$ cat config.mk
export PLATFORM = sky130hd
export DESIGN_NAME = lsu_top
export DESIGN_NICKNAME = d
export VERILOG_FILES = /design/src/lsu_pkg.sv /design/src/lsu_top.sv /design/src/lsu_mem_unit.sv /design/src/lsu_req_fifo.sv /design/src/lsu_agu.sv
export SDC_FILE = /design/constraint.sdc
export NUM_CORES = 2
export LEC_CHECK = 0
export ABC_AREA = 1
export ABC_CLOCK_PERIOD_IN_PS = 7000
export BUFFER_PORTS_ARGS = -buffer_cell sky130_fd_sc_hd__clkbuf_2
export CORE_MARGIN = 2
export CORE_UTILIZATION = 55
export DETAILED_ROUTE_END_ITERATION = 16
export HOLD_SLACK_MARGIN = 0.06
export MAX_ROUTING_LAYER = met4
export PLACE_DENSITY = 0.8
export SYNTH_ARGS = -nofsm -noshare
export SYNTH_HDL_FRONTEND = slang
export SYNTH_SLANG_ARGS = --single-unit
$ cat constraint.sdc
create_clock -name clk_i -period 7 [get_ports clk_i]
set_input_delay 0.7 -clock clk_i [delete_from_list [all_inputs] [get_ports clk_i]]
set_output_delay 0.7 -clock clk_i [all_outputs]
set_load 0.02 [all_outputs]
$ cat src/lsu_pkg.sv
`default_nettype none

package lsu_pkg;

    // ------------------------------------------------------------
    // widths
    // ------------------------------------------------------------
    localparam int unsigned XLEN       = 32;
    localparam int unsigned BE_W       = XLEN / 8;
    localparam int unsigned TRANS_ID_W = 3;

    // ------------------------------------------------------------
    // operations
    // ------------------------------------------------------------
    // bit 3 set for stores, low bits give size and signedness
    typedef enum logic [3:0] {
        LB  = 4'b0000,
        LH  = 4'b0001,
        LW  = 4'b0010,
        LBU = 4'b0100,
        LHU = 4'b0101,
        SB  = 4'b1000,
        SH  = 4'b1001,
        SW  = 4'b1010
    } lsu_op_e;

    // ------------------------------------------------------------
    // exception causes
    // ------------------------------------------------------------
    localparam logic [3:0] CAUSE_LD_MISALIGNED = 4'd4;
    localparam logic [3:0] CAUSE_LD_ACCESS     = 4'd5;
    localparam logic [3:0] CAUSE_ST_MISALIGNED = 4'd6;
    localparam logic [3:0] CAUSE_ST_ACCESS     = 4'd7;

    typedef struct packed {
        logic            valid;
        logic [3:0]      cause;
        logic [XLEN-1:0] tval;
    } exception_t;

    // ------------------------------------------------------------
    // request, buffered control and result
    // ------------------------------------------------------------
    // incoming request as issued to the unit
    typedef struct packed {
        lsu_op_e               op;
        logic [XLEN-1:0]       operand_a;
        logic [XLEN-1:0]       imm;
        logic [XLEN-1:0]       wdata;
        logic [TRANS_ID_W-1:0] trans_id;
    } lsu_req_t;

    // decoded request, held in the buffer
    typedef struct packed {
        lsu_op_e               op;
        logic [XLEN-1:0]       addr;
        logic [XLEN-1:0]       wdata;
        logic [BE_W-1:0]       be;
        logic [TRANS_ID_W-1:0] trans_id;
        logic                  is_store;
        exception_t            ex;
    } lsu_ctrl_t;

    // write-back to the scoreboard side
    typedef struct packed {
        logic                  valid;
        logic [TRANS_ID_W-1:0] trans_id;
        logic [XLEN-1:0]       result;
        exception_t            ex;
    } lsu_result_t;

endpackage

`default_nettype wire
$ cat src/lsu_top.sv
`default_nettype none

module lsu_top import lsu_pkg::*; #(
    parameter int unsigned MEM_WORDS  = 16,
    parameter int unsigned FIFO_DEPTH = 4
) (
    input  wire logic   clk_i,
    input  wire logic   rst_ni,
    input  wire logic   flush_i,
    input  wire logic   stall_i,
    input  wire logic   req_valid_i,
    input  lsu_req_t    req_i,
    output logic        ready_o,
    output lsu_result_t load_o,
    output lsu_result_t store_o
);

    lsu_ctrl_t agu_ctrl;
    lsu_ctrl_t head_ctrl;
    logic      head_valid;
    logic      pop;

    // ------------------------------------------------------------
    // address generation, decode and checks
    // ------------------------------------------------------------
    lsu_agu #(
        .MEM_WORDS ( MEM_WORDS )
    ) i_agu (
        .req_i  ( req_i    ),
        .ctrl_o ( agu_ctrl )
    );

    // ------------------------------------------------------------
    // request buffer
    // ------------------------------------------------------------
    lsu_req_fifo #(
        .FIFO_DEPTH ( FIFO_DEPTH )
    ) i_req_fifo (
        .clk_i       ( clk_i       ),
        .rst_ni      ( rst_ni      ),
        .flush_i     ( flush_i     ),
        .push_i      ( req_valid_i ),
        .data_i      ( agu_ctrl    ),
        .ready_o     ( ready_o     ),
        .pop_i       ( pop         ),
        .not_empty_o ( head_valid  ),
        .data_o      ( head_ctrl   )
    );

    // ------------------------------------------------------------
    // scratchpad access and write-back
    // ------------------------------------------------------------
    lsu_mem_unit #(
        .MEM_WORDS ( MEM_WORDS )
    ) i_mem_unit (
        .clk_i   ( clk_i      ),
        .rst_ni  ( rst_ni     ),
        .stall_i ( stall_i    ),
        .valid_i ( head_valid ),
        .ctrl_i  ( head_ctrl  ),
        .pop_o   ( pop        ),
        .load_o  ( load_o     ),
        .store_o ( store_o    )
    );

endmodule

`default_nettype wire

$ cat src/lsu_mem_unit.sv
`default_nettype none

module lsu_mem_unit import lsu_pkg::*; #(
    parameter int unsigned MEM_WORDS = 16
) (
    input  wire logic   clk_i,
    input  wire logic   rst_ni,
    input  wire logic   stall_i,
    input  wire logic   valid_i,
    input  lsu_ctrl_t   ctrl_i,
    output logic        pop_o,
    output lsu_result_t load_o,
    output lsu_result_t store_o
);

    localparam int unsigned IDX_W = (MEM_WORDS > 1) ? $clog2(MEM_WORDS) : 1;

    logic [XLEN-1:0]       mem_q [MEM_WORDS];
    logic [IDX_W-1:0]      idx;
    logic [XLEN-1:0]       rdata;
    logic [XLEN-1:0]       rdata_shift;
    logic [XLEN-1:0]       wdata_lane;
    logic [XLEN-1:0]       ld_value;
    logic                  do_write;

    logic                  load_valid_q;
    logic                  store_valid_q;
    logic [TRANS_ID_W-1:0] trans_id_q;
    logic [XLEN-1:0]       result_q;
    exception_t            ex_q;

    // one entry per cycle unless held off
    assign pop_o = valid_i && !stall_i;

    assign idx = ctrl_i.addr[IDX_W+1:2];

    // ------------------------------------------------------------
    // load path
    // ------------------------------------------------------------
    assign rdata       = mem_q[idx];
    assign rdata_shift = rdata >> {ctrl_i.addr[1:0], 3'b000};

    always_comb begin : ld_extend
        case (ctrl_i.op)
            LB:      ld_value = {{(XLEN-8){rdata_shift[7]}}, rdata_shift[7:0]};
            LH:      ld_value = {{(XLEN-16){rdata_shift[15]}}, rdata_shift[15:0]};
            LBU:     ld_value = {{(XLEN-8){1'b0}}, rdata_shift[7:0]};
            LHU:     ld_value = {{(XLEN-16){1'b0}}, rdata_shift[15:0]};
            LW:      ld_value = rdata;
            default: ld_value = '0;
        endcase
    end

    // ------------------------------------------------------------
    // store path
    // ------------------------------------------------------------
    // move store data onto the addressed lanes
    assign wdata_lane = ctrl_i.wdata << {ctrl_i.addr[1:0], 3'b000};
    assign do_write   = pop_o && ctrl_i.is_store && !ctrl_i.ex.valid;

    always_ff @(posedge clk_i or negedge rst_ni) begin
        if (!rst_ni) begin
            for (int w = 0; w < MEM_WORDS; w++) begin
                mem_q[w] <= '0;
            end
        end else if (do_write) begin
            for (int b = 0; b < BE_W; b++) begin
                if (ctrl_i.be[b]) begin
                    mem_q[idx][8*b +: 8] <= wdata_lane[8*b +: 8];
                end
            end
        end
    end

    // ------------------------------------------------------------
    // result registers
    // ------------------------------------------------------------
    always_ff @(posedge clk_i or negedge rst_ni) begin
        if (!rst_ni) begin
            load_valid_q  <= 1'b0;
            store_valid_q <= 1'b0;
        end else begin
            load_valid_q  <= pop_o && !ctrl_i.is_store;
            store_valid_q <= pop_o && ctrl_i.is_store;
        end
    end

    // payload shared by both ports, the valid bit tells which one owns it
    always_ff @(posedge clk_i) begin
        if (pop_o) begin
            trans_id_q <= ctrl_i.trans_id;
            result_q   <= (ctrl_i.is_store || ctrl_i.ex.valid) ? '0 : ld_value;
            ex_q       <= ctrl_i.ex;
        end
    end

    assign load_o.valid     = load_valid_q;
    assign load_o.trans_id  = trans_id_q;
    assign load_o.result    = result_q;
    assign load_o.ex        = ex_q;

    assign store_o.valid    = store_valid_q;
    assign store_o.trans_id = trans_id_q;
    assign store_o.result   = result_q;
    assign store_o.ex       = ex_q;

endmodule

`default_nettype wire

$ cat src/lsu_req_fifo.sv
`default_nettype none

module lsu_req_fifo import lsu_pkg::*; #(
    parameter int unsigned FIFO_DEPTH = 4
) (
    input  wire logic clk_i,
    input  wire logic rst_ni,
    input  wire logic flush_i,
    input  wire logic push_i,
    input  lsu_ctrl_t data_i,
    output logic      ready_o,
    input  wire logic pop_i,
    output logic      not_empty_o,
    output lsu_ctrl_t data_o
);

    localparam int unsigned PTR_W = (FIFO_DEPTH > 1) ? $clog2(FIFO_DEPTH) : 1;
    localparam int unsigned CNT_W = $clog2(FIFO_DEPTH + 1);

    lsu_ctrl_t        mem_q [FIFO_DEPTH];
    logic [PTR_W-1:0] rd_ptr_q;
    logic [PTR_W-1:0] wr_ptr_q;
    logic [CNT_W-1:0] count_q;
    logic             push_ok;
    logic             pop_ok;

    // wrap explicitly so that any depth works
    function automatic logic [PTR_W-1:0] ptr_inc(input logic [PTR_W-1:0] ptr);
        return (ptr == PTR_W'(FIFO_DEPTH - 1)) ? '0 : ptr + 1'b1;
    endfunction

    assign ready_o = (count_q != CNT_W'(FIFO_DEPTH));

    // head is withheld in the flush cycle, the whole content goes away
    assign not_empty_o = (count_q != '0) && !flush_i;
    assign data_o      = mem_q[rd_ptr_q];

    assign push_ok = push_i && ready_o && !flush_i;
    assign pop_ok  = pop_i && not_empty_o;

    always_ff @(posedge clk_i or negedge rst_ni) begin
        if (!rst_ni) begin
            rd_ptr_q <= '0;
            wr_ptr_q <= '0;
            count_q  <= '0;
        end else if (flush_i) begin
            rd_ptr_q <= '0;
            wr_ptr_q <= '0;
            count_q  <= '0;
        end else begin
            if (push_ok) begin
                wr_ptr_q <= ptr_inc(wr_ptr_q);
            end
            if (pop_ok) begin
                rd_ptr_q <= ptr_inc(rd_ptr_q);
            end
            if (push_ok && !pop_ok) begin
                count_q <= count_q + 1'b1;
            end else if (pop_ok && !push_ok) begin
                count_q <= count_q - 1'b1;
            end
        end
    end

    // entry storage
    always_ff @(posedge clk_i) begin
        if (push_ok) begin
            mem_q[wr_ptr_q] <= data_i;
        end
    end

endmodule

`default_nettype wire

$ cat src/lsu_agu.sv
`default_nettype none

module lsu_agu import lsu_pkg::*; #(
    parameter int unsigned MEM_WORDS = 16
) (
    input  lsu_req_t  req_i,
    output lsu_ctrl_t ctrl_o
);

    // access size: 0 byte, 1 halfword, 2 word
    logic [1:0]      size;
    logic            is_store;
    logic [XLEN-1:0] addr;
    logic [BE_W-1:0] be;
    logic            misaligned;
    logic            out_of_range;
    exception_t      ex;

    // ------------------------------------------------------------
    // address generation
    // ------------------------------------------------------------
    assign addr = req_i.operand_a + req_i.imm;

    always_comb begin : op_decode
        size     = 2'd0;
        is_store = 1'b0;
        case (req_i.op)
            LB, LBU: size = 2'd0;
            LH, LHU: size = 2'd1;
            LW:      size = 2'd2;
            SB: begin
                size     = 2'd0;
                is_store = 1'b1;
            end
            SH: begin
                size     = 2'd1;
                is_store = 1'b1;
            end
            SW: begin
                size     = 2'd2;
                is_store = 1'b1;
            end
            default: ;
        endcase
    end

    // ------------------------------------------------------------
    // byte enable
    // ------------------------------------------------------------
    always_comb begin : be_gen
        case (size)
            2'd0:    be = 4'b0001 << addr[1:0];
            2'd1:    be = 4'b0011 << addr[1:0];
            default: be = 4'b1111;
        endcase
    end

    // ------------------------------------------------------------
    // address checks
    // ------------------------------------------------------------
    always_comb begin : align_check
        case (size)
            2'd1:    misaligned = addr[0];
            2'd2:    misaligned = (addr[1:0] != 2'b00);
            default: misaligned = 1'b0;
        endcase
    end

    // word index past the end of the scratchpad
    assign out_of_range = ({2'b00, addr[XLEN-1:2]} >= MEM_WORDS);

    // access fault wins over misalignment
    always_comb begin : ex_gen
        ex = '0;
        if (out_of_range) begin
            ex.valid = 1'b1;
            ex.cause = is_store ? CAUSE_ST_ACCESS : CAUSE_LD_ACCESS;
            ex.tval  = addr;
        end else if (misaligned) begin
            ex.valid = 1'b1;
            ex.cause = is_store ? CAUSE_ST_MISALIGNED : CAUSE_LD_MISALIGNED;
            ex.tval  = addr;
        end
    end

    assign ctrl_o.op       = req_i.op;
    assign ctrl_o.addr     = addr;
    assign ctrl_o.wdata    = req_i.wdata;
    assign ctrl_o.be       = be;
    assign ctrl_o.trans_id = req_i.trans_id;
    assign ctrl_o.is_store = is_store;
    assign ctrl_o.ex       = ex;

endmodule

`default_nettype wire

==> metrics.yaml <==
power_and_ir_drop:
  ir_drop_mv: 0.2950
  p_per_area_nw_per_um2: 396.6
  cellLeakagePower_nw: 22.96
  p_total_mw: 19.77
sta:
  layout_min_cycle_time_ns: 4.939
  rsz0062_at_grt: "false"
  fmax_mhz: 202.5
  hold_viol_final: 0
  worst_pin_slew_ns: 1.295
  relSlewSlack_pct: 13.37
  slew_violations: 0
  clock_skew_ns: 0.05128
  setup_viol: 0
  setup_tns_ns: 0
  timing.final.crit_share_pct: 70.55
cts:
  htree_levels: 3
  cts_tree: "yes"
  clockBufferDepth: 3
  holdBufCountCts: 0
  clkLatencyLatePin_ns: 0.67
  clock-sinks: 931
  cts_resized: 0
  path_clk_slew_ns: 0.06
  post_cts_buffers: 0
  cts_root_buf: "clkbuf_16"
  cts_buffers: 94
die:
  core_region_area_um2: 82110
  die_area_um2: 85160
  die_w_um: 291.8
  io_pins: 255
  die_h_um: 291.8
  row_count: 105
  start_util_pct: 55.49
status:
  status: "finished clean"
synth:
  synth_top_area_cell: "dfrtp_1"
  synth_top_family_by_area: "simple AND/OR/NAND/NOR gates"
  syn_area_per_cell_um2: 9.048
  synth_adder_area_share_pct: 1.159
  ys_ff_latch: 931
  ys_warn_count: 0
  synth.distinct_cells: 48
  synth-compound-area-share_pct: 10.72
  ys_async_sr_fraction_pct: 55.96
  synth_area_um2: 45560
  synth_area_leaders: "dfrtp_1, edfxtp_1, nand2_1"
  synth-edff-count: 410
  yosysSeqAreaShare_pct: 55.63
  synth_flop_cell: "dfrtp_1"
  synth-xor-area-share_pct: 0.2691
  syn_inst: 5036
  yosys.area.top_type_share_pct: 28.61
  yosys.area_share.simple_pct: 20.37
  synthMuxAreaShare_pct: 3.633
global_route:
  grt_pass1_vias: 33540
  grt_pass1_wl_um: 188600
  grt_overflow: 0
  grt.total_usage_pct: 29.01
  antenna_found_initial: 2
  grt_max_degree: 180
worst_setup_path:
  crit_start: "i_req_fifo.rd_ptr_q[0]"
  cp_cell_sequence: "inv_4, buf_4, nand2_1, a32oi_1, inv_1, nor2_4, nand2_2, inv_4, nand2_4, nor2_1, nand2_1, o21ai_0"
  worstSetupStartpointType: "flop"
  cp-end-kind: "flop"
  path_max_fanout: 101
  worstReg2RegStart: "i_req_fifo.rd_ptr_q[0]"
  arrival_ns: 5.51
  critical_path_class: "reg -> reg"
  cpPeakStageDelay_ns: 0.87
  critical_path.slowest_cell: "buf_4"
  required_ns: 7.57
place:
  gp_congestion: 0.9543
  portBuffers: 252
  detailed_place_hpwl_um: 78050
detailed_routing:
  via_count: 35270
  firstDrtPassIters: 8
  avgRoutedWirePerCell_um: 19.39
  vias_per_cell: 5.654
  drc: 0
  drt_iter0_drc: 4221
  drt_wl_total_um: 121000
  drtAntennaViolNets: 0
final_layout:
  nets: 5235
  layout-drive-gt1-share_pct: 13.46
  area_growth_pct: 9.433
run:
  maxCapViolCount: 0
hold_path:
  worstHoldPathType: "in -> async"
==> kinds of logic (layout without fill, tap and decap cells) <==
group	after synthesis	after routing
AND/OR/NAND/NOR	2193	2193
other	1	5
XOR/XNOR	14	14
buffers and inverters	793	921
multiplexers	147	147
adder cells (fa/ha/maj)	41	41
AO/OA/AOI/OAI	916	916
flip-flops	931	931
==> metrics by stage <==
step / util (%) / instance area [um^2] / instances / setup slack (ns) / hold slack, ns
floorplan: - / 45570 / 5037 / 1.899 / 0.4044
global placement: 56.73 / 46580 / 6060 / 2.276 / 0.4569
detailed placement: 56.73 / 46580 / 6060 / 2.178 / 0.4648
CTS: 60.72 / 49850 / 6235 / 2.158 / 0.1642
global route: 60.73 / 49860 / 6238 / 1.749 / 0.2084
finish: 60.73 / 49860 / 6238 / 2.061 / 0.1464
==> flip-flops by register name, indices dropped and copies added (netlist names) <==
register	cells
i_req_fifo.wr_ptr_q	2
i_req_fifo.rd_ptr_q	2
i_req_fifo.mem_q	340
i_mem_unit.store_valid_q	1
i_mem_unit.load_o	35
i_mem_unit.mem_q	512
i_req_fifo.count_q	3
i_mem_unit.result_q	32
i_mem_unit.load_valid_q	1
i_mem_unit.trans_id_q	3
==> cells in the mapped netlist, types with 9 or more instances <==
cell type / count
nand2_1: 1630
o21ai_0: 615
dfrtp_1: 521
inv_1: 420
edfxtp_1: 410
nor2_1: 264
buf_2: 153
nand3_1: 142
o21ai_1: 110
buf_4: 99
a21oi_1: 84
mux2_2: 82
mux2_1: 65
clkbuf_1: 56
o22ai_1: 56
ha_1: 39
nand3b_1: 32
nor2_4: 30
inv_2: 29
nor2_2: 25
buf_6: 20
o21ai_2: 19
a32o_1: 18
nor2_8: 15
nand2_2: 13
nand4_1: 12
nor3_1: 11
xor2_1: 9
==> per-layer routing <==
layer  global-route usage (%)  routed length, um  up-vias
met2                    45.83              57650     1559
met4                    9.932               3667        0
met5                        -                  0        -
li1                         -                  -    16460
met1                    38.05              49390    17000
met3                    5.130              10270      257
==> where the power goes <==
| part | total (mW) | internal [mW] | switching [mW] |
|---|---|---|---|
| combinational | 7.56 | 1.87 | 5.69 |
| clock | 5.31 | 3.11 | 2.20 |
| sequential | 6.91 | 6.57 | 0.335 |
| total | 19.8 | 11.5 | 8.23 |
==> worst max-delay path: cells and delay by family (launching register included) <==
kind	cells	cell delay (ns)
buffers and inverters	4	1.79
and+or+nand+nor	6	1.67
DFF	1	0.75
AOI/OAI and AO/OA	2	0.38
==> layout by cell type, fill, tap and decap left out, drive strengths merged, types with 4 or more instances in the layout <==
cell type / Yosys / routed
nand2: 1649 / 1649
o22ai: 58 / 58
clkbuf: 56 / 379
clkinv: 0 / 32
clkinvlp: 0 / 4
a32o: 18 / 18
nor3: 11 / 11
xnor2: 5 / 5
o21ai: 744 / 744
a21oi: 84 / 84
nand4: 12 / 12
inv: 454 / 454
nand3: 151 / 151
nand3b: 32 / 32
edfxtp: 410 / 410
xor2: 9 / 9
nor2: 334 / 334
mux2: 147 / 147
a32oi: 6 / 6
bufinv: 0 / 11
ha: 39 / 39
buf: 283 / 41
dfrtp: 521 / 521
==> cell type report <==
type	count	area, um^2
Antenna cell	3	7.507
Fill cell	6610	32250
Inverter	454	1720
Timing Repair Buffer	292	1634
Clock buffer	128	2683
Multi-Input combinational cell	3313	16530
Tap cell	1070	1339
Clock inverter	47	590.6
Sequential cell	931	25350
==> final timing paths <==
kind | cells past startpoint | endpoint | slack, ns
setup / recovery | 12 | i_mem_unit.mem_q[426] | 2.06
setup reg to reg | 12 | i_mem_unit.mem_q[426] | 2.06
hold reg to reg | 1 | i_mem_unit.mem_q[265] | 0.48
min in group clk_i | 1 | i_req_fifo.mem_q[0][71] | 0.25
hold / removal | 1 | i_mem_unit.mem_q[196] | 0.15
max in group asynchronous | 2 | i_req_fifo.rd_ptr_q[0] | 5.27
Power figures use the tool's default switching activity.
